### src/common/parserPkg.sv
package parserPkg;

	////////////////////////////////////////
	// bank and pixel sizes
	////////////////////////////////////////
	localparam int bankCount = 16;
	localparam int winSize = 4; // 4x4 window
	localparam int chanBits = 8;
	localparam int pixelBits = 4 * chanBits; // four channels
	localparam int addrBits = 9;

	typedef logic [pixelBits-1:0] pixel_t;
	typedef logic [addrBits-1:0] bankAddr_t;
	typedef logic [7:0] winIdx_t;

	////////////////////////////////////////
	// scan states
	////////////////////////////////////////
	typedef enum logic [1:0] {
		SCAN_IDLE = 2'd0,
		SCAN_ROW = 2'd1, // stepping through window slots
		SCAN_GAP = 2'd2 // pause between window rows
	} scanState_e;

	// Window origin sits at 2*idx-1, so its position mod 4 only depends on
	// the parity of the window index: 3 for even, 1 for odd.
	function automatic logic [1:0] originMod(input logic odd);
		logic [1:0] base;
		base = odd ? 2'd1 : 2'd3;
		return base;
	endfunction

endpackage

### src/source/scanControl.sv
`timescale 1ns/10ps

module scanControl #(
	parameter int imgCols = 32,
	parameter int imgRows = 32,
	parameter int stepCycles = 5,
	parameter int rowGap = 7
) (
	input logic clk,
	input logic rstn,
	input logic start,
	output parserPkg::winIdx_t winRow,
	output parserPkg::winIdx_t winCol,
	output logic loadWin,
	output logic capture,
	output logic macVld
);

	localparam int winCols = imgCols / 2; // stride 2, one pixel padding
	localparam int winRows = imgRows / 2;
	localparam int phaseBits = $clog2(stepCycles);
	localparam int gapBits = $clog2(rowGap + 1);

	parserPkg::scanState_e state;
	logic [phaseBits-1:0] phase;
	logic [gapBits-1:0] gapCnt;

	logic slotEnd;
	logic colEnd;
	logic rowEnd;
	logic gapEnd;
	logic inRow;

	assign slotEnd = (phase == phaseBits'(stepCycles - 1));
	assign colEnd = (winCol == parserPkg::winIdx_t'(winCols - 1));
	assign rowEnd = (winRow == parserPkg::winIdx_t'(winRows - 1));
	assign gapEnd = (gapCnt == gapBits'(rowGap - 1));

	////////////////////////////////////////
	// scan FSM and counters
	////////////////////////////////////////
	always_ff @(posedge clk or negedge rstn) begin
		if (!rstn) begin
			state <= parserPkg::SCAN_IDLE;
			phase <= '0;
			gapCnt <= '0;
			winRow <= '0;
			winCol <= '0;
		end else if (start) begin // start low freezes everything
			case (state)
				parserPkg::SCAN_IDLE: begin
					state <= parserPkg::SCAN_ROW;
				end
				parserPkg::SCAN_ROW: begin
					if (!slotEnd) begin
						phase <= phase + 1'b1;
					end else begin
						phase <= '0;
						if (!colEnd) begin
							winCol <= winCol + 1'b1;
						end else if (!rowEnd) begin
							winCol <= '0;
							gapCnt <= '0;
							state <= parserPkg::SCAN_GAP;
						end else begin
							winCol <= '0; // frame done
							winRow <= '0;
							state <= parserPkg::SCAN_IDLE;
						end
					end
				end
				parserPkg::SCAN_GAP: begin
					if (gapEnd) begin
						gapCnt <= '0;
						winRow <= winRow + 1'b1;
						state <= parserPkg::SCAN_ROW;
					end else begin
						gapCnt <= gapCnt + 1'b1;
					end
				end
				default: begin
					state <= parserPkg::SCAN_IDLE;
				end
			endcase
		end
	end

	////////////////////////////////////////
	// slot strobes
	////////////////////////////////////////
	assign inRow = start && (state == parserPkg::SCAN_ROW);
	assign loadWin = inRow && (phase == '0); // position valid
	assign capture = inRow && (phase == phaseBits'(2)); // ram data valid
	assign macVld = inRow && slotEnd;

endmodule

### config.mk
export PLATFORM = sky130hd
export DESIGN_NAME = scanControl
export DESIGN_NICKNAME = d
export VERILOG_FILES = /design/src/common/parserPkg.sv /design/src/source/scanControl.sv
export SDC_FILE = /design/constraint.sdc
export NUM_CORES = 1
export LEC_CHECK = 0
export ABC_CLOCK_PERIOD_IN_PS = 2600
export BUFFER_PORTS_ARGS = -buffer_cell sky130_fd_sc_hd__clkbuf_2
export CAP_MARGIN = 20
export CORE_UTILIZATION = 35
export DETAILED_ROUTE_END_ITERATION = 10
export SLEW_MARGIN = 40
export SYNTH_ARGS = -nofsm -noshare
export SYNTH_HDL_FRONTEND = slang
export SYNTH_SLANG_ARGS = --single-unit
### constraint.sdc
create_clock -name clk -period 2.6 [get_ports clk]
set_input_delay 0.52 -clock clk [delete_from_list [all_inputs] [get_ports clk]]
set_output_delay 0.52 -clock clk [all_outputs]
set_load 0.005 [all_outputs]
==> results.sh <==
export IMPL_outcome="complete, no violations"
export IMPL_core_um2=3420
export IMPL_drc=0
export IMPL_die_w_um=62.6
export IMPL_drive_above_1_share_pct=23.1
export IMPL_power_leakage_uw=0.000686
export IMPL_syn_area_um2=1280
export IMPL_min_path_type="input port to asynchronous set/reset pin"
export IMPL_grt_usage_pct=14.0
export IMPL_slew_violations=0
export IMPL_cp_slowest_stage_delay_ns=0.42
export IMPL_worstSetupStartpoint="phase[0]"
export IMPL_relSlewSlack_pct=60.7
export IMPL_areaGrowthSynthToFinish_pct=14.7
export IMPL_cts_max_path_buffers=2
export IMPL_synthArstFlopShare_pct=100
export IMPL_power_total_uw=1030
export IMPL_worst_path_buf_inv=2
export IMPL_final_setup_tns_ns=0
export IMPL_post_cts_setup_buffers=0
export IMPL_cp_end_kind="primary output"
export IMPL_yosys_register_bits=24
export IMPL_insertedDiodeCount=0
export IMPL_synth_edff_count=0
export IMPL_path_class="register to primary output"
export IMPL_fin_cells=193
export IMPL_wirelength_um=2400
export IMPL_cts_max_level=1
export IMPL_rsz0062_at_grt="false"
export IMPL_nNetsFinal=157
export IMPL_die_height_um=62.6
export IMPL_netlist_instances=124
export IMPL_cp_top_family="simple AND/OR/NAND/NOR gates"
export IMPL_clock_latency_ns=0.31
export IMPL_fin_worst_skew_ns=0.00802
export IMPL_ys_seq_area_share_pct=46.8
export IMPL_timing_fmax_mhz=448
export IMPL_hpwl_um=1810
export IMPL_grt_pass1_vias=972
export IMPL_path_cells="inv_1 > ha_1 > nand2_1 > nor2_1 > clkbuf_2"
export IMPL_cp_slowest_cell="dfrtp_1"
export IMPL_avgSynthCellArea_um2=10.4
export IMPL_cp_arrival_ns=1.71
export IMPL_grt_pass1_wl_um=4370
export IMPL_finalWorstSetupSlack_ns=0.370
export IMPL_hold_slack_ns=0.180
export IMPL_synth_common_cells="dfrtp_1 (24), nand2_1 (10), nand3_1 (8), xnor2_1 (8)"
export IMPL_synth_cell_types=35
export IMPL_port_buffers=21
export IMPL_die_area_um2=3910
export IMPL_ant_nets=0
export IMPL_hold_viol_final=0
export IMPL_ios=22
export IMPL_drt_pass1_iter_count=4
export IMPL_worst_slew_pin_slew_ns=0.589
export IMPL_cts_repair_resized=0
export IMPL_grt_ovfl_total=0
export IMPL_gp_congestion=0.733
export IMPL_grt_max_degree=25
export IMPL_worst_path_max_fanout=7
export IMPL_syn_nets=132
export IMPL_crit_required_ns=2.08
export IMPL_clock_sinks=24
export IMPL_viasPerCell=5.04
export IMPL_synth_top_cell_by_area="dfrtp_1"
export IMPL_yosys_warnings=0
export IMPL_min_period_ns=2.23
export IMPL_start_kind="register"
export IMPL_rows=21
export IMPL_worst_ir_drop_vdd_v=0.000336
export IMPL_power_density_nw_per_um2=701
export IMPL_post_place_ws_ns=0.565
export IMPL_dp_cells=190
export IMPL_yosysMostFrequentCell="dfrtp_1"
export IMPL_regToRegStartpoint="winCol[4]"
export IMPL_cts_tree="built"
export IMPL_drv_cap=0
export IMPL_synth_top_area_share_pct=46.8
export IMPL_post_drt_wl_per_cell_um=12.5
export IMPL_start_util_pct=37.6
export IMPL_cts_reportedPaths_clkPinSlew_ns=0.13
export IMPL_yosys_top_cells_area="dfrtp_1 (47%), xnor2_1 (5.5%), ha_1 (4.9%)"
export IMPL_synth_flop_cell="dfrtp_1"
export IMPL_vias=972
export IMPL_hold_buffers=0
export IMPL_period_share_pct=85.8
export IMPL_cts_root_buffer="clkbuf_4"
export IMPL_drtIter0Drc=38
export IMPL_finalSetupViolations=0
export IMPL_cts_inserted_buffers=3
export IMPL_antenna_found_initial=0
-- logic make-up after synthesis --
family,Yosys count,synth area share [%]
AOI/OAI and AO/OA,24,13.7
xor gates and xnor gates,10,6.82
adders and majority gates,5,4.87
buffers and inverters,6,1.75
DFF,24,46.8
muxes,4,3.41
and+or+nand+nor,51,22.6
-- flip-flops by register name, summed over array words and instances (netlist names) --
signal and cells:
state 2, gapCnt 3, winCol 8, phase 3, winRow 8
-- power breakdown --
group | internal (µW) | switching [µW]
logic | 165 | 173
registers | 445 | 89.1
clock network | 54.1 | 106
-- stage by stage --
step                      utilization (%)  cell area (µm²)
after global routing                 43.1             1470
after CTS                            43.1             1470
after floorplan                         -             1280
after detailed placement             42.5             1450
after global placement               42.5             1450
final                                43.1             1470
-- worst paths after layout --
| kind | endpoint | slack, ns | depth (start not counted) |
|---|---|---|---|
| max | macVld | 0.37 | 5 |
| max reg2reg | winRow[2] | 0.58 | 4 |
| max in group asynchronous | winCol[4] | 2.03 | 1 |
| min in group clk | winCol[7] | 0.53 | 1 |
| min | gapCnt[2] | 0.18 | 1 |
| min reg2reg | winCol[7] | 0.53 | 1 |
-- layer usage --
layer / track usage (%) / up-vias / wire length [µm]
li1: - / 491 / -
met1: 18.1 / 462 / 1210
met2: 24.0 / 19 / 1120
met3: 3.47 / 0 / 77
met4: 1.74 / 0 / 0
met5: 0 / - / 0
-- cell type report --
type	instances	area [µm²]
Clock buffer	3	22.5
Fill cell	335	1940
Inverter	3	11.3
Multi-Input combinational cell	94	661
Sequential cell	24	601
Tap cell	46	57.6
Timing Repair Buffer	23	120
-- cell usage in the layout (no fill, tap or decap), types with 2 or more instances in the layout --
| master | n |
|---|---|
| buf_4 | 2 |
| clkbuf_4 | 3 |
| xor2_1 | 2 |
| o21ai_0 | 7 |
| and3_1 | 4 |
| o2bb2ai_1 | 2 |
| nor3_1 | 4 |
| nand2_1 | 10 |
| nor4_1 | 2 |
| nand3_1 | 8 |
| nor3b_1 | 3 |
| ha_1 | 5 |
| a22o_1 | 2 |
| nor2b_1 | 2 |
| xnor2_1 | 8 |
| nand2b_1 | 5 |
| inv_1 | 3 |
| nor2_1 | 7 |
| dfrtp_1 | 24 |
| clkbuf_2 | 21 |
| mux2_2 | 2 |
| a21oi_1 | 5 |
| o21ba_2 | 2 |
Note: power is estimated with default switching activity, not from simulation.
